`src/sifh_pkg.sv`:
```
package sifh_pkg;

    localparam int NP        = 12;  // Timestamp width
    localparam int NB        = 4;   // Bin index bits, top of timestamp
    localparam int BIN_NUM   = 16;
    localparam int PIXEL_NUM = 4;
    localparam int DATA_NUM  = 2;   // Samples per pixel per pass
    localparam int ACQ_NUM   = 8;   // Passes per frame
    localparam int CNT_W     = 6;   // Fits DATA_NUM * ACQ_NUM

    localparam int ADDR_NUM  = PIXEL_NUM * BIN_NUM;
    localparam int ADDR_W    = $clog2(ADDR_NUM);
    localparam int RESULT_W  = NB * PIXEL_NUM;

    // Counter widths
    localparam int IN_W      = $clog2(DATA_NUM);
    localparam int PIX_W     = $clog2(PIXEL_NUM);
    localparam int ACQ_W     = $clog2(ACQ_NUM);

    localparam int DRAIN_NUM = 2;   // Increment pipeline depth
    localparam int DRAIN_W   = $clog2(DRAIN_NUM);

    typedef enum logic [2:0] {
        CLEAR = 3'd0,
        IDLE  = 3'd1,
        BUILD = 3'd2,
        DRAIN = 3'd3,
        FIND  = 3'd4
    } state_t;

endpackage

```
`src/sifh_hist_ram.sv`:
```
`timescale 1ns/1ns

module sifh_hist_ram (
    input  logic                        clk,
    input  logic                        inc_en,
    input  logic [sifh_pkg::ADDR_W-1:0] inc_addr,
    input  logic                        clr_en,
    input  logic                        scan_en,
    input  logic [sifh_pkg::ADDR_W-1:0] scan_addr,
    output logic [sifh_pkg::CNT_W-1:0]  scan_data
);

    logic [sifh_pkg::CNT_W-1:0] mem [sifh_pkg::ADDR_NUM];

    logic [sifh_pkg::ADDR_W-1:0] rd_addr;
    logic [sifh_pkg::CNT_W-1:0]  rd_q;

    // Increment pipeline, read stage then write stage
    logic                        p_valid;
    logic [sifh_pkg::ADDR_W-1:0] p_addr;
    logic                        p_fwd;    // Read missed the write in the same cycle
    logic [sifh_pkg::CNT_W-1:0]  p_sum;
    logic [sifh_pkg::CNT_W-1:0]  last_sum;

    logic                        we;
    logic [sifh_pkg::ADDR_W-1:0] wr_addr;
    logic [sifh_pkg::CNT_W-1:0]  wr_data;

    assign rd_addr = scan_en ? scan_addr : inc_addr;

    assign p_sum = (p_fwd ? last_sum : rd_q) + 1'b1;

    // Scan and clear both write zero at the sweep address
    assign we      = p_valid || scan_en || clr_en;
    assign wr_addr = p_valid ? p_addr : scan_addr;
    assign wr_data = p_valid ? p_sum : '0;

    always_ff @(posedge clk) begin
        rd_q <= mem[rd_addr];  // Read-first
        if (we) begin
            mem[wr_addr] <= wr_data;
        end
    end

    always_ff @(posedge clk) begin
        p_valid <= inc_en;
        p_addr  <= inc_addr;
        p_fwd   <= inc_en && p_valid && (inc_addr == p_addr);
        if (p_valid) begin
            last_sum <= p_sum;
        end
    end

    assign scan_data = rd_q;

endmodule

```
`src/sifh_peak_finder.sv`:
```
`timescale 1ns/1ns

module sifh_peak_finder (
    input  logic                          clk,
    input  logic                          res,
    input  logic                          scan_valid,
    input  logic [sifh_pkg::CNT_W-1:0]    scan_data,
    input  logic                          scan_first,
    input  logic                          scan_last,
    output logic [sifh_pkg::RESULT_W-1:0] result,
    output logic                          done
);

    logic [sifh_pkg::NB-1:0]    bin_count;
    logic [sifh_pkg::NB-1:0]    cur_bin;
    logic [sifh_pkg::NB-1:0]    best_bin;
    logic [sifh_pkg::NB-1:0]    win_bin;
    logic [sifh_pkg::CNT_W-1:0] best_cnt;
    logic [sifh_pkg::PIX_W-1:0] pix_count;
    logic                       take;
    logic                       pix_last;

    assign cur_bin = scan_first ? '0 : bin_count;

    // Strictly greater, so the lowest bin keeps a tie
    assign take    = scan_first || (scan_data > best_cnt);
    assign win_bin = take ? cur_bin : best_bin;

    assign pix_last = (pix_count == sifh_pkg::PIXEL_NUM - 1);

    always_ff @(posedge clk or negedge res) begin
        if (!res) begin
            bin_count <= '0;
            pix_count <= '0;
            result    <= '0;
            done      <= 1'b0;
        end else begin
            done <= 1'b0;
            if (scan_valid) begin
                bin_count <= cur_bin + 1'b1;
                if (scan_last) begin
                    result[pix_count*sifh_pkg::NB +: sifh_pkg::NB] <= win_bin;
                    pix_count <= pix_last ? '0 : pix_count + 1'b1;
                    done      <= pix_last;  // Whole frame scanned
                end
            end
        end
    end

    always_ff @(posedge clk) begin
        if (scan_valid && take) begin
            best_cnt <= scan_data;
            best_bin <= cur_bin;
        end
    end

endmodule

```
`src/sifh_sequencer.sv`:
```
`timescale 1ns/1ns

module sifh_sequencer (
    input  logic                       clk,
    input  logic                       res,
    input  logic                       wr_en,
    input  logic [sifh_pkg::NP-1:0]    data,
    output logic                       ready,
    output logic                       inc_en,
    output logic [sifh_pkg::ADDR_W-1:0] inc_addr,
    output logic                       clr_en,
    output logic                       scan_en,
    output logic [sifh_pkg::ADDR_W-1:0] scan_addr,
    output logic                       scan_first,
    output logic                       scan_last
);

    sifh_pkg::state_t state, next_state;

    logic [sifh_pkg::IN_W-1:0]    input_count;
    logic [sifh_pkg::PIX_W-1:0]   pixel_count;
    logic [sifh_pkg::ACQ_W-1:0]   acq_count;
    logic [sifh_pkg::ADDR_W-1:0]  addr_count;  // Shared by clear and scan sweeps
    logic [sifh_pkg::DRAIN_W-1:0] drain_count;

    logic accept;
    logic in_last, pix_last, frame_last;
    logic sweep_last;

    assign ready   = (state == sifh_pkg::IDLE) || (state == sifh_pkg::BUILD);
    assign clr_en  = (state == sifh_pkg::CLEAR);
    assign scan_en = (state == sifh_pkg::FIND);
    assign scan_addr = addr_count;

    assign accept     = wr_en && ready;
    assign in_last    = (input_count == sifh_pkg::DATA_NUM - 1);
    assign pix_last   = (pixel_count == sifh_pkg::PIXEL_NUM - 1);
    assign frame_last = in_last && pix_last && (acq_count == sifh_pkg::ACQ_NUM - 1);
    assign sweep_last = (addr_count == sifh_pkg::ADDR_NUM - 1);

    always_comb begin
        next_state = state;
        case (state)
            sifh_pkg::CLEAR: if (sweep_last) next_state = sifh_pkg::IDLE;
            sifh_pkg::IDLE, sifh_pkg::BUILD: begin
                if (accept && frame_last) begin
                    next_state = sifh_pkg::DRAIN;
                end else if (accept) begin
                    next_state = sifh_pkg::BUILD;
                end
            end
            sifh_pkg::DRAIN: begin
                if (drain_count == sifh_pkg::DRAIN_NUM - 1) next_state = sifh_pkg::FIND;
            end
            sifh_pkg::FIND: if (sweep_last) next_state = sifh_pkg::IDLE;
            default: next_state = sifh_pkg::CLEAR;
        endcase
    end

    always_ff @(posedge clk or negedge res) begin
        if (!res) begin
            state       <= sifh_pkg::CLEAR;
            input_count <= '0;
            pixel_count <= '0;
            acq_count   <= '0;
            addr_count  <= '0;
            drain_count <= '0;
            inc_en      <= 1'b0;
            scan_first  <= 1'b0;
            scan_last   <= 1'b0;
        end else begin
            state  <= next_state;
            inc_en <= accept;

            // Sample order: input, then pixel, then pass
            if (accept) begin
                if (in_last) begin
                    input_count <= '0;
                    if (pix_last) begin
                        pixel_count <= '0;
                        acq_count <= frame_last ? '0 : acq_count + 1'b1;
                    end else begin
                        pixel_count <= pixel_count + 1'b1;
                    end
                end else begin
                    input_count <= input_count + 1'b1;
                end
            end

            if (clr_en || scan_en) begin
                addr_count <= sweep_last ? '0 : addr_count + 1'b1;
            end

            drain_count <= (state == sifh_pkg::DRAIN) ? drain_count + 1'b1 : '0;

            // Aligned with scan_data, one cycle behind the address
            scan_first <= scan_en && (addr_count[sifh_pkg::NB-1:0] == '0);
            scan_last  <= scan_en && (&addr_count[sifh_pkg::NB-1:0]);
        end
    end

    always_ff @(posedge clk) begin
        if (accept) inc_addr <= {pixel_count, data[sifh_pkg::NP-1 -: sifh_pkg::NB]};
    end

endmodule

```
`src/sifh_top.sv`:
```
`timescale 1ns/1ns

module sifh_top (
    input  logic                          clk,
    input  logic                          res,
    input  logic                          wr_en,
    input  logic [sifh_pkg::NP-1:0]       data,
    output logic                          ready,
    output logic                          done,
    output logic [sifh_pkg::RESULT_W-1:0] result
);

    logic                        inc_en;
    logic [sifh_pkg::ADDR_W-1:0] inc_addr;
    logic                        clr_en;
    logic                        scan_en;
    logic [sifh_pkg::ADDR_W-1:0] scan_addr;
    logic                        scan_first;
    logic                        scan_last;
    logic [sifh_pkg::CNT_W-1:0]  scan_data;
    logic                        scan_valid;

    sifh_sequencer u_seq (
        .clk        (clk),
        .res        (res),
        .wr_en      (wr_en),
        .data       (data),
        .ready      (ready),
        .inc_en     (inc_en),
        .inc_addr   (inc_addr),
        .clr_en     (clr_en),
        .scan_en    (scan_en),
        .scan_addr  (scan_addr),
        .scan_first (scan_first),
        .scan_last  (scan_last)
    );

    sifh_hist_ram u_ram (
        .clk       (clk),
        .inc_en    (inc_en),
        .inc_addr  (inc_addr),
        .clr_en    (clr_en),
        .scan_en   (scan_en),
        .scan_addr (scan_addr),
        .scan_data (scan_data)
    );

    // RAM read latency
    always_ff @(posedge clk or negedge res) begin
        if (!res) begin
            scan_valid <= 1'b0;
        end else begin
            scan_valid <= scan_en;
        end
    end

    sifh_peak_finder u_peak (
        .clk        (clk),
        .res        (res),
        .scan_valid (scan_valid),
        .scan_data  (scan_data),
        .scan_first (scan_first),
        .scan_last  (scan_last),
        .result     (result),
        .done       (done)
    );

endmodule

```
`config.mk`:
```
export PLATFORM = sky130hd
export DESIGN_NAME = sifh_top
export DESIGN_NICKNAME = d
export VERILOG_FILES = /design/src/sifh_pkg.sv /design/src/sifh_hist_ram.sv /design/src/sifh_peak_finder.sv /design/src/sifh_sequencer.sv /design/src/sifh_top.sv
export SDC_FILE = /design/constraint.sdc
export NUM_CORES = 1
export LEC_CHECK = 0
export BUFFER_PORTS_ARGS = -buffer_cell sky130_fd_sc_hd__buf_2
export CAP_MARGIN = 20
export CORE_MARGIN = 4
export CORE_UTILIZATION = 54
export CTS_BUF_LIST = sky130_fd_sc_hd__clkbuf_8 sky130_fd_sc_hd__clkbuf_16
export DETAILED_ROUTE_END_ITERATION = 8
export PLACE_DENSITY = 0.79
export REMOVE_ABC_BUFFERS = 1
export SETUP_SLACK_MARGIN = 0.4
export SLEW_MARGIN = 20
export SYNTH_ARGS = -nofsm -noshare
export SYNTH_HDL_FRONTEND = slang
export SYNTH_HIERARCHICAL = 1
export SYNTH_SLANG_ARGS = --single-unit
export TNS_END_PERCENT = 50
```
`constraint.sdc`:
```
create_clock -name clk -period 3.47 [get_ports clk]
set_input_delay 0.1735 -clock clk [delete_from_list [all_inputs] [get_ports clk]]
set_output_delay 0.1735 -clock clk [all_outputs]
set_load 0.02 [all_outputs]
```
; Yosys cells after proc, flatten, opt, wreduce, memory -nomap -nowiden
; Memories as Yosys holds them, arrays and structs flattened. A register that Yosys moved wholly into a read port is not among the register bits.
; Cells that the tools add are included.
[op_classes]
addsub = 9
order_cmp = 1
eq_ne = 12
n_shift = 2
muxes = 22
n_reduce_logical = 23
[op_table]
columns = cell, n
row1 = $neg 4->34, 1
row2 = $shift 4x34->16 const A, 1
row3 = $shiftx 4x34->16, 1
row4 = $mux 6, 5
row5 = $bwmux 16, 1
row6 = $mux 3, 5
row7 = $add 6x1->6 const B, 2
row8 = $logic_and 1x1->1, 9
row9 = $pmux 3 s3, 1
row10 = $mux 4, 2
row11 = $eq 3x2->1 const B, 2
row12 = $eq 3x3->1 const B, 2
row13 = $eq 6x6->1, 1
row14 = $eq 6x6->1 const B, 1
row15 = $gt 6x6->1, 1
row16 = $mux 1, 6
row17 = $reduce_and 3->1, 2
row18 = $logic_or 1x1->1, 5
row19 = $add 2x1->2 const B, 2
row20 = $add 4x1->4 const B, 1
row21 = $eq 2x2->1 const B, 2
row22 = $logic_not 4->1, 1
row23 = $mux 2, 2
row24 = $ne 2x1->1 const B, 2
row25 = 8 further kinds, 11
[totals]
register_bits = 73
ram_bits = 384
out_inout_bits = 18
wordCells = 91
memories = 1
[memory_table]
columns = name, words, width, read_ports, rd_clocked_by_memory_dff, write_ports, line
row1 = u_ram.mem, 64, 6, 1, 1, 1, sifh_hist_ram.sv:13  ; logic [sifh_pkg::CNT_W-1:0] mem [sifh_pkg::ADDR_NUM];

; Logic depth before layout (Yosys ltp)
; Gate-level depths: netlist of run 1.
[logic_depth]
word_depth = 6
mapped_depth = 14

; Cells and area by module
; The synthesis of run 1 kept the hierarchy.
[by_module_without_submodules]
columns = mod, instances, cells_each, area_per_inst_um2, seq_area_each_um2
row1 = sifh_hist_ram, 1, 1606, 19472.4, 11991.5
row2 = sifh_peak_finder, 1, 132, 1521.5, 875.8
row3 = sifh_sequencer, 1, 91, 1131.1, 655.6
row4 = sifh_top, 1, 1, 25.0, 25.0

; Least setup slack after synthesis of run 1
; OpenSTA, ideal clock, no wires.
[synth_path]
path_type = register to register
start = register u_ram.p_fwd
end = memory u_ram/mem[0][4] (netlist name) (data pin)
setup_time_ps = 368
t_arrival_ps = 2189
required_time_ps = 3102
slack_ps = 913
path_stages_with_launch = 8
path_buffers = 1
period_less_slack_ps = 2557
path_cell_list = dfxtp_1 > buf_2 > mux2i_1 > inv_1 > ha_1 > nand2_1 > xor2_1 > and2_1
[synth_via]
elab_chain_len = 3
[synth_rtl]
columns = element, line
row1 = from (decl), sifh_hist_ram.sv:21  ; logic p_fwd;
row2 = from (signal assigned), sifh_hist_ram.sv:48  ; p_fwd <= inc_en && p_valid && (inc_addr == p_addr);
row3 = $mux 6, sifh_hist_ram.sv:31  ; assign p_sum = (p_fwd ? last_sum : rd_q) + 1'b1;
row4 = $add 6x1->6, sifh_hist_ram.sv:31
row5 = "net u_ram.p_sum, one bit", sifh_hist_ram.sv:22  ; logic [sifh_pkg::CNT_W-1:0] p_sum;
row6 = $mux 6, sifh_hist_ram.sv:36  ; assign wr_data = p_valid ? p_sum : '0;
row7 = "net u_ram.wr_data, one bit", sifh_hist_ram.sv:27  ; logic [sifh_pkg::CNT_W-1:0] wr_data;
row8 = to (decl), sifh_hist_ram.sv:13
; The timed path passes the listed nets, and every way through them passes these cells.

; Worst setup path in the final report of run 1
[layout_path]
start = register u_seq.state[1]
end = register u_ram.rd_q, in the netlist u_ram/scan_data[0] (read register of u_ram.mem)
[layout_via]
elab_chain_len = 2
[layout_rtl]
columns = element, line
row1 = from (decl), sifh_sequencer.sv:18  ; sifh_pkg::state_t state, next_state;
row2 = from (signal assigned), sifh_sequencer.sv:62  ; state <= sifh_pkg::CLEAR;
row3 = from (signal assigned), sifh_sequencer.sv:72  ; state <= next_state;
row4 = $eq 3x3->1, sifh_sequencer.sv:32  ; assign scan_en = (state == sifh_pkg::FIND);
row5 = net scan_en, sifh_top.sv:16  ; logic scan_en;
row6 = $mux 6, sifh_hist_ram.sv:29  ; assign rd_addr = scan_en ? scan_addr : inc_addr;
row7 = to (decl), sifh_hist_ram.sv:16  ; logic [sifh_pkg::CNT_W-1:0] rd_q;
; The timed path passes the listed nets, and every way through them passes these cells.
; A chain may end at the register's enable or synchronous reset.

==> results of run 1 <==
synthesized netlist by cell type (all sizes together), types with 5 or more instances:
master  count  share of area, %
o22ai      72               2.0
nor3       34              0.79
o31ai      15              0.51
and3b      13              0.51
nand3      15              0.34
mux2i      10              0.45
o21ai     172               3.9
edfxtp    406                55
nor2       93               1.6
and2        7              0.20
mux2       10              0.53
xor2        5              0.20
ha         19               1.1
dfrtp      43               4.9
dfxtp      14               1.3
inv        68               1.2
nand4      11              0.31
xnor2       9              0.39
nor4       20              0.56
a22o       26               1.0
nand2      52              0.88
buf        59               2.0
nor2b      12              0.34
a22oi     166               7.1
nand2b    288               8.1
a21oi      83               1.9
clkbuf     59               1.0
cells in the final DEF (no fill, tap or decap), types with 10 or more instances in the layout:
cell,n
sky130_fd_sc_hd__o21ai_1,51
sky130_fd_sc_hd__nor4_1,19
sky130_fd_sc_hd__buf_2,24
sky130_fd_sc_hd__nand2_1,51
sky130_fd_sc_hd__a22oi_2,67
sky130_fd_sc_hd__nand3_1,15
sky130_fd_sc_hd__a21oi_1,83
sky130_fd_sc_hd__nand2b_1,288
sky130_fd_sc_hd__o31ai_1,15
sky130_fd_sc_hd__buf_12,13
sky130_fd_sc_hd__and3b_1,13
sky130_fd_sc_hd__dfrtp_1,39
sky130_fd_sc_hd__o21ai_0,119
sky130_fd_sc_hd__o22ai_1,72
sky130_fd_sc_hd__ha_1,19
sky130_fd_sc_hd__a22oi_1,99
sky130_fd_sc_hd__nor2_1,78
sky130_fd_sc_hd__nor2_2,13
sky130_fd_sc_hd__buf_4,72
sky130_fd_sc_hd__edfxtp_1,406
sky130_fd_sc_hd__nand4_1,11
sky130_fd_sc_hd__dfxtp_1,14
sky130_fd_sc_hd__clkbuf_16,50
sky130_fd_sc_hd__mux2i_1,10
sky130_fd_sc_hd__inv_1,78
sky130_fd_sc_hd__a22o_1,26
sky130_fd_sc_hd__nor2b_1,10
sky130_fd_sc_hd__nor3_1,31
state kept, by name (all words and copies together) (netlist names), 3 cells and up:
name and count:
u_peak/result 16, u_ram/p_addr 6, u_peak/bin_count 4, u_seq/acq_count 3, u_ram/scan_data 6, u_seq/scan_addr 6, u_seq/state 3, u_peak/best_bin 4
u_peak/best_cnt 6, u_ram/mem 384, u_ram/last_sum 6, u_seq/inc_addr 6
metal layers:
metal,global-route usage (%),share of wire [%],vias to the layer above
li1,-,-,6973
met1,33.6,38,7820
met2,42.3,48,842
met3,5.49,10,198
met4,10.8,4.6,0
met5,0,0,-
critical path, cell delays in order, from the launching register on:
cell and delay, ns:
sky130_fd_sc_hd__dfrtp_2 0.47, sky130_fd_sc_hd__nor2_4 0.09, sky130_fd_sc_hd__nand2_2 0.13, sky130_fd_sc_hd__clkinvlp_4 0.22, sky130_fd_sc_hd__buf_4 0.21, sky130_fd_sc_hd__nor2b_4 0.28, sky130_fd_sc_hd__buf_12 0.25, sky130_fd_sc_hd__o21ai_0 0.12
sky130_fd_sc_hd__a22o_1 0.21, sky130_fd_sc_hd__and3b_1 0.18, sky130_fd_sc_hd__nor4_1 0.42, sky130_fd_sc_hd__buf_4 0.22, sky130_fd_sc_hd__nor4_1 0.05
metrics by stage:
stage / setup TNS (ns) / cells / hold slack, ns / instance area (µm²)
2_1_floorplan: -40.38 / 1712 / -0.122 / 21500
4_1_cts: 0 / 2438 / 0.309 / 24700
3_3_place_gp: 0 / 2343 / 0.353 / 23100
5_1_grt: 0 / 2441 / 0.332 / 24800
3_5_place_dp: 0 / 2343 / 0.354 / 23100
6_report: 0 / 2441 / 0.313 / 24800
kinds of logic (layout without fill, tap and decap cells):
| family | after synthesis | count (layout) | synth area share (%) |
|---|---|---|---|
| buf+inv | 186 | 271 | 4.11 |
| simple gates | 568 | 569 | 14.5 |
| flops | 463 | 463 | 61.2 |
| xor+xnor | 14 | 14 | 0.587 |
| compound gates | 560 | 560 | 17.6 |
| fa+ha+maj | 19 | 19 | 1.07 |
| mux | 20 | 20 | 0.977 |
how the worst max path moves through the flow:
stage / from / to / slack [ns] / cells after the start
after floorplan: u_seq/state[1]$_DFFE_PN0P_ / u_ram/scan_data[4]$_DFF_P_ / -3.01 / 9
after global placement: u_seq/state[1]$_DFFE_PN0P_ / u_ram/scan_data[0]$_DFF_P_ / 0.36 / 11
final: u_seq/state[1]$_DFFE_PN0P_ / u_ram/scan_data[0]$_DFF_P_ / 0.49 / 12
after global routing: u_seq/state[1]$_DFFE_PN0P_ / u_ram/scan_data[1]$_DFF_P_ / 0.39 / 12
after CTS: u_seq/state[1]$_DFFE_PN0P_ / u_ram/scan_data[1]$_DFF_P_ / 0.39 / 10
after detailed placement: u_seq/state[1]$_DFFE_PN0P_ / u_ram/scan_data[0]$_DFF_P_ / 0.20 / 11
report_power, final:
group          total [µW]  internal, µW  switching [µW]  leakage (µW)
sequential           5980          5970           0.540       0.00373
clock                4810          2740            2070      0.000761
combinational        19.9          7.46            12.5       0.00365
final cells by class:
type / count / area share (%)
Clock inverter: 34 / 0.833
Timing Repair Buffer: 118 / 4.24
Inverter: 68 / 1.05
Sequential cell: 463 / 54.7
Multi-Input combinational cell: 1182 / 31.5
Clock buffer: 51 / 5.06
Tap cell: 525 / 2.65
what timing repair did:
item	4_1_cts	5_1_grt
pin swaps	1	0
gates cloned	2	1
hold endpoints to repair	48	0
gates resized for setup	9	18
buffers inserted	2	2
endpoints found under the setup margin	81	239
hold buffers	6	0
==> Flow_metrics.wiki, run 1 <==
{| class="wikitable"
! Metric !! Value
|-
| Outcome || complete, no violations
|-
| Final critical-path required period || 2.98 ns
|-
| Ys flop type || sky130_fd_sc_hd__edfxtp_1
|-
| Number of levels the H-tree was split into || 2
|-
| Proportion of synthesized chip area in sequential cells || 61.2%
|-
| Number of DRC markers in iteration 0 || 1873
|-
| Maximum number of pins on one net before global-route repair || 137
|-
| WL/cell || 23.7 µm
|-
| Area occupied by registers || 0.0136 mm²
|-
| Internal reg-to-reg setup slack || 0.49 ns
|-
| Core footprint || 0.0401 mm²
|-
| Die Width || 211 µm
|-
| Yosys warnings || 6
|-
| Post-synth ARST share || between 9 and 10%
|-
| Number of buffers added by the clock tree synthesis step || 48
|-
| Clock Latency Late Sink || roughly 0.57 ns
|-
| Start-to-end type of the worst setup path || flip-flop to flip-flop
|-
| Total of fill cells in the finished design || ~3.0k
|-
| Final clock period utilization by the worst path || approximately 86%
|-
| Antenna Diode Count || 0
|-
| Critical path arrival || 3.43 ns
|-
| Combined area of the multi-input logic cells || 0.00780 mm²
|-
| Initial antenna violation count || 0
|-
| Worst-case setup margin in the final layout || 0.488 ns
|-
| Port Buffer Count || 24
|-
| Final count of hold timing violations || 0
|-
| Slew Limit Headroom || 34.8%
|-
| Placement Setup Slack || 0.203 ns
|-
| GP Congestion || 0.907
|-
| Cell depth of the worst flop-to-flop path || 12
|-
| Top fanout value on the critical path || 33
|-
| Relative area change from synthesis to final layout || 11.9%
|-
| Number of nets in the final layout || between 1.5k and 2k
|-
| Fraction of layout cells with a size suffix above 1 || 15.6%
|-
| Die Span Y || 211 µm
|-
| Worst clock skew || 0.0140 ns
|-
| Die ar. || 0.0443 mm²
|-
| Starting density of the core || 55.2%
|-
| Transition time at the pin with the least slew margin || 0.972 ns
|-
| Final setup violation count || 0
|-
| Boundary pin count || 33
|-
| Via count of the first global-routing pass || 15.9k
|-
| Endpoint kind of the worst setup timing path || flip-flop
|-
| Cell leakage power || 0.00814 µW
|-
| Overall power consumption || 10800 µW
|-
| Wire length of the first global-routing pass || about 90000 µm
|-
| Max Clock Freq || 0.335 GHz
|-
| Worst path required time || 3.92 ns
|-
| Source of the worst register-to-register timing path || u_seq/state[1]$_DFFE_PN0P_
|-
| Number of distinct library cell variants in the gate-level netlist after synthesis || 66
|-
| Pwr dens || 436 mW/mm²
|-
| Endpoint of the most critical register-to-register path || u_ram/scan_data[0]$_DFF_P_
|-
| Vias per cell || 6.49
|-
| Critical path launch point type || flip-flop
|-
| Post-synthesis instance total || between 1.5k and 2k
|-
| Number of rows in the core area || 73
|-
| Hold Crit Class || primary input to async pin
|-
| # clock sinks || between 400 and 500
|-
| Post-Synthesis Cell Area || 0.0221 mm²
|-
| Share of the core filled with cells || 61.8%
|-
| Via count || 15.8k
|-
| Residual antenna-violating net count after detailed routing || 0
|-
| Post-CTS clock slew at the launch and capture registers of the worst setup and hold paths || 0.06 ns
|-
| DRC Markers || 0
|-
| All-layer global routing usage || 25.8%
|-
| Unrepaired setup endpoints after global routing || no
|-
| Post-Synthesis Mean Instance Area || 12.1 µm²
|-
| Total of flip-flops plus latches after synthesis || between 400 and 500
|-
| Max-capacitance violation count || 0
|-
| TritonCTS clock tree || done
|-
| Buffers from clock root to sink, at most || 3
|-
| GRT overflow || 0
|-
| Final Max Slew Viols || 0
|-
| Detailed-route wire length || 57900 µm
|-
| HPWL after DPL || 34600 µm
|-
| CTS Root Cell || sky130_fd_sc_hd__clkbuf_16
|-
| Pre-antenna DRT Iters || 6
|-
| Worst IR drop on VDD || 0.000431 V
|-
| Number of enable-type register cells in the synthesized netlist || 406
|}
(Power assumes the default switching activity.)
==> run 2, diff against run 1 <==
--- a/config.mk
+++ b/config.mk
@@ -5,13 +5,15 @@
 export SDC_FILE = /design/constraint.sdc
 export NUM_CORES = 1
 export LEC_CHECK = 0
+export ABC_AREA = 1
 export BUFFER_PORTS_ARGS = -buffer_cell sky130_fd_sc_hd__buf_2
 export CAP_MARGIN = 20
 export CORE_MARGIN = 4
-export CORE_UTILIZATION = 54
+export CORE_UTILIZATION = 60
 export CTS_BUF_LIST = sky130_fd_sc_hd__clkbuf_8 sky130_fd_sc_hd__clkbuf_16
 export DETAILED_ROUTE_END_ITERATION = 8
-export PLACE_DENSITY = 0.79
+export PLACE_DENSITY = 0.86
+export RECOVER_POWER = 100
 export REMOVE_ABC_BUFFERS = 1
 export SETUP_SLACK_MARGIN = 0.4
 export SLEW_MARGIN = 20
==> Flow_metrics.wiki, run 2 <==
{| class="wikitable"
! Metric !! Value
|-
| Outcome || finished, violations left
|-
| Violated checks || max-capacitance violations, max-slew violations
|-
| CP Buf/Inv Count || 5 (+1)
|-
| Leading cell type in the layout, fill and taps excluded || sky130_fd_sc_hd__nand2_1
|-
| Port Buffer Count || 24 (unchanged)
|-
| Number of levels the H-tree was split into || 2 (unchanged)
|-
| Initial antenna violation count || 0 (unchanged)
|-
| Register with the most flip-flops || u_ram/mem
|-
| Hold Crit Class || primary input to flip-flop
|-
| Transition time at the pin with the least slew margin || 2.37 ns (+1.40 ns)
|-
| Placement Setup Slack || 0.493 ns (+0.291 ns)
|-
| Via count of the first global-routing pass || 15.1k (-4.7%)
|-
| Internal reg-to-reg setup slack || 0.30 ns (-0.19 ns)
|-
| HPWL after DPL || 29800 µm (-14%)
|-
| Share of the core filled with cells || 67.3% (+5.5 points)
|-
| Largest registers || u_ram/mem (384), u_peak/result (16)
|-
| Fin area || 0.0232 mm² (-6.5%)
|-
| DRC Markers || 0 (unchanged)
|-
| Most instantiated library cell after synthesis || sky130_fd_sc_hd__nand2_1
|-
| Post-Synthesis Mean Instance Area || 10.2 µm² (-16%)
|-
| Endpoint kind of the worst setup timing path || flip-flop
|-
| Ranking of synthesized cells by instance count || sky130_fd_sc_hd__nand2_1, sky130_fd_sc_hd__nand3_1, sky130_fd_sc_hd__edfxtp_1, sky130_fd_sc_hd__inv_1, sky130_fd_sc_hd__nor2_1
|-
| WL/cell || 19.5 µm (-18%)
|-
| Cell leakage power || 0.0101 µW (+24%)
|-
| Critical path arrival || 3.45 ns (+0.02 ns)
|-
| Worst path required time || 3.75 ns (-0.17 ns)
|-
| Die ar. || 0.0379 mm² (-15%)
|-
| Vias per cell || 5.82 (-10%)
|-
| Relative area change from synthesis to final layout || 11.0%
|-
| Largest register FFs || 384 (unchanged)
|-
| Fraction of layout cells with a size suffix above 1 || 6.38% (-9.2 points)
|-
| Number of enable-type register cells in the synthesized netlist || 406 (unchanged)
|-
| Slew Limit Headroom || -57.8% (-93 points)
|-
| Boundary pin count || 33 (unchanged)
|-
| Fin cells || 2617 (+7.2%)
|-
| Final setup violation count || 0 (unchanged)
|-
| Die Width || 195 µm (-7.6%)
|-
| Residual antenna-violating net count after detailed routing || 0 (unchanged)
|-
| Number of distinct library cell variants in the gate-level netlist after synthesis || 42 (-36%)
|-
| Total of fill cells in the finished design || 2290 (-22%)
|-
| Overall power consumption || 17200 µW (+59%)
|-
| Core footprint || 0.0345 mm² (-14%)
|-
| Antenna Diode Count || 0 (unchanged)
|-
| Via count || 15.2k (-3.7%)
|-
| Most frequent cells in the layout || sky130_fd_sc_hd__nand2_1, sky130_fd_sc_hd__nand3_1, sky130_fd_sc_hd__edfxtp_1
|-
| Largest stage delay, worst path || 0.54 ns (+0.07 ns)
|-
| Worst-case setup margin in the final layout || 0.301 ns (-0.187 ns)
|-
| Cell types with the largest area share after synthesis || sky130_fd_sc_hd__edfxtp_1, sky130_fd_sc_hd__nand3_1, sky130_fd_sc_hd__nand2_1, sky130_fd_sc_hd__inv_1, sky130_fd_sc_hd__dfrtp_1
|-
| Pre-antenna DRT Iters || 6 (unchanged)
|-
| Final count of hold timing violations || 0 (unchanged)
|-
| Post-synth ARST share || 9.29% (unchanged)
|-
| Post-Synthesis Cell Area || 0.0209 mm² (-5.7%)
|-
| Worst clock skew || 0.0155 ns (+0.00149 ns)
|-
| Cell at the slowest stage of the critical path || sky130_fd_sc_hd__dfxtp_1
|-
| Cells along the critical path || inv_1 > clkbuf_2 > or2_2 > o21ai_1 > inv_1 > nand4_1 > clkbuf_1 > nor2_1 > clkbuf_2
|-
| GP Congestion || 0.921 (+1.5%)
|-
| Crit-path leading delay family || buffers and inverters
|-
| # clock sinks || 463 (unchanged)
|-
| Number of rows in the core area || 68 (-6.8%)
|-
| Critical path launch point type || flip-flop
|-
| Number of buffers added by the clock tree synthesis step || 46 (-4.2%)
|-
| Total of flip-flops plus latches after synthesis || 463 (unchanged)
|-
| Detailed-route wire length || 51000 µm (-12%)
|-
| Maximum number of pins on one net before global-route repair || 97 (-29%)
|-
| Pwr dens || 741 mW/mm² (+70%)
|-
| Max-capacitance violation count || 3 (+3)
|-
| Ys flop type || sky130_fd_sc_hd__edfxtp_1
|-
| Buffers from clock root to sink, at most || 3 (unchanged)
|-
| Worst IR drop on VDD || 0.000603 V (+40%)
|-
| TritonCTS clock tree || done
|-
| Final clock period utilization by the worst path || 91.3% (+5.4 points)
|-
| Proportion of synthesized chip area in sequential cells || 64.9% (+3.7 points)
|-
| Cell area after placement || 0.0219 mm² (-5.3%)
|-
| Starting density of the core || 60.6% (+5.4 points)
|-
| Cell accounting for the most synthesized area || sky130_fd_sc_hd__edfxtp_1
|-
| Yosys warnings || 6 (unchanged)
|-
| Start-to-end type of the worst setup path || flip-flop to flip-flop
|-
| All-layer global routing usage || 26.4% (+0.69 points)
|-
| Post-synthesis instance total || 2057 (+12%)
|-
| Final Max Slew Viols || 133 (+133)
|-
| Post-CTS clock slew at the launch and capture registers of the worst setup and hold paths || 0.07 ns (about the same)
|-
| Max Clock Freq || 0.316 GHz (-5.9%)
|-
| Number of nets in the final layout || 2158 (+13%)
|-
| Die Span Y || 195 µm (-7.6%)
|-
| GRT overflow || 0 (unchanged)
|-
| Unrepaired setup endpoints after global routing || yes
|-
| Top fanout value on the critical path || 9 (-73%)
|-
| Number of DRC markers in iteration 0 || 2122 (+13%)
|-
| Post-synth top area share || 58.4% (+3.3 points)
|-
| Clock Latency Late Sink || 0.56 ns (about the same)
|-
| Cell count after placement || 2523 (+7.7%)
|-
| Wire length of the first global-routing pass || 79600 µm (-11%)
|-
| CTS Root Cell || sky130_fd_sc_hd__clkbuf_16
|-
| Final critical-path required period || 3.17 ns (+0.187 ns)
|}
-- run 2: cell types whose count changed after synthesis, sizes merged, moves of 30 or more --
cell,previous run,this run
nand3,15,438
nand2,52,452
inv,68,394
nand2b,288,0
a22oi,166,0
o21ai,172,27
a21oi,83,5
o22ai,72,1
clkbuf,59,20
nor3,34,4
-- run 2: what timing repair did --
item	4_1_cts	5_1_grt
gates resized for setup	0	3
hold buffers	6	0
setup endpoints to repair	0	71
buffers inserted	0	2
hold endpoints to repair	51	0
-- run 2: cell type report --
class | instances | area (µm²) | share of cell area (%)
inverters | 395 | 1480 | 6.40
well taps | 455 | 569 | 2.46
repair buffers | 107 | 667 | 2.88
flip-flops and latches | 463 | 13500 | 58.5
clock inverters | 30 | 225 | 0.972
clock buffers | 56 | 1350 | 5.80
multi-input cells | 1111 | 5340 | 23.0
-- run 2: final timing paths --
| path | from | endpoint | cells after the start |
|---|---|---|---|
| worst max-delay path | u_ram/p_valid$_DFF_P_ | u_ram/mem[35][3]$_DFFE_PP_ | 9 |
| worst min-delay path | data[10] | u_seq/inc_addr[2]$_DFFE_PN_ | 2 |
| worst max register to register | u_ram/p_valid$_DFF_P_ | u_ram/mem[35][3]$_DFFE_PP_ | 9 |
| worst min register to register | u_seq/inc_addr[1]$_DFFE_PN_ | u_ram/p_addr[1]$_DFF_P_ | 0 |
| max in group asynchronous | res | scan_valid$_DFF_PN0_ | 2 |
| min in group asynchronous | res | u_peak/result[15]$_DFFE_PN0P_ | 2 |
-- run 2: layer usage --
layer	share of wire [%]	global-route usage, %	wire length (µm)	vias to the layer above
met4	5.3	12.7	2700	0
met5	0	0	0	-
met1	35	33.3	17800	7104
met2	49	44.2	24900	1024
met3	11	5.51	5640	233
li1	-	-	-	6881
-- run 2: cell families (layout without fill, tap and decap cells) --
logic type	count (synthesis)	after routing	share of synthesized area, %
xor gates and xnor gates	12	12	0.503
AOI/OAI and AO/OA	35	35	0.959
and+or+nand+nor	1040	1040	23.0
buffers and inverters	483	588	9.27
muxes	5	5	0.252
adders and majority gates	19	19	1.14
DFF	463	463	64.9
-- run 2: worst register-to-register path, delay by kind of cell, from the launching register on --
kind            cells  cell delay (ns)
compound gates      1             0.34
buf+inv             5             1.31
simple gates        3             0.71
flops               1             0.54
-- run 2: stage by stage --
step / hold WS, ns / setup TNS, ns
floorplan: -0.122 / -5.05
global placement: 0.349 / 0
global route: 0.355 / 0
CTS: 0.332 / 0
finish: 0.365 / 0
detailed placement: 0.365 / 0
-- run 2: power by group --
| group | total [µW] | leakage (µW) | internal (µW) | switching, µW |
|---|---|---|---|---|
| Sequential | 7430 | 0.00444 | 7140 | 286 |
| Clock | 5050 | 0.000813 | 3030 | 2020 |
| Combinational | 4700 | 0.00482 | 1150 | 3550 |
| Total | 17200 | 0.0101 | 11300 | 5860 |
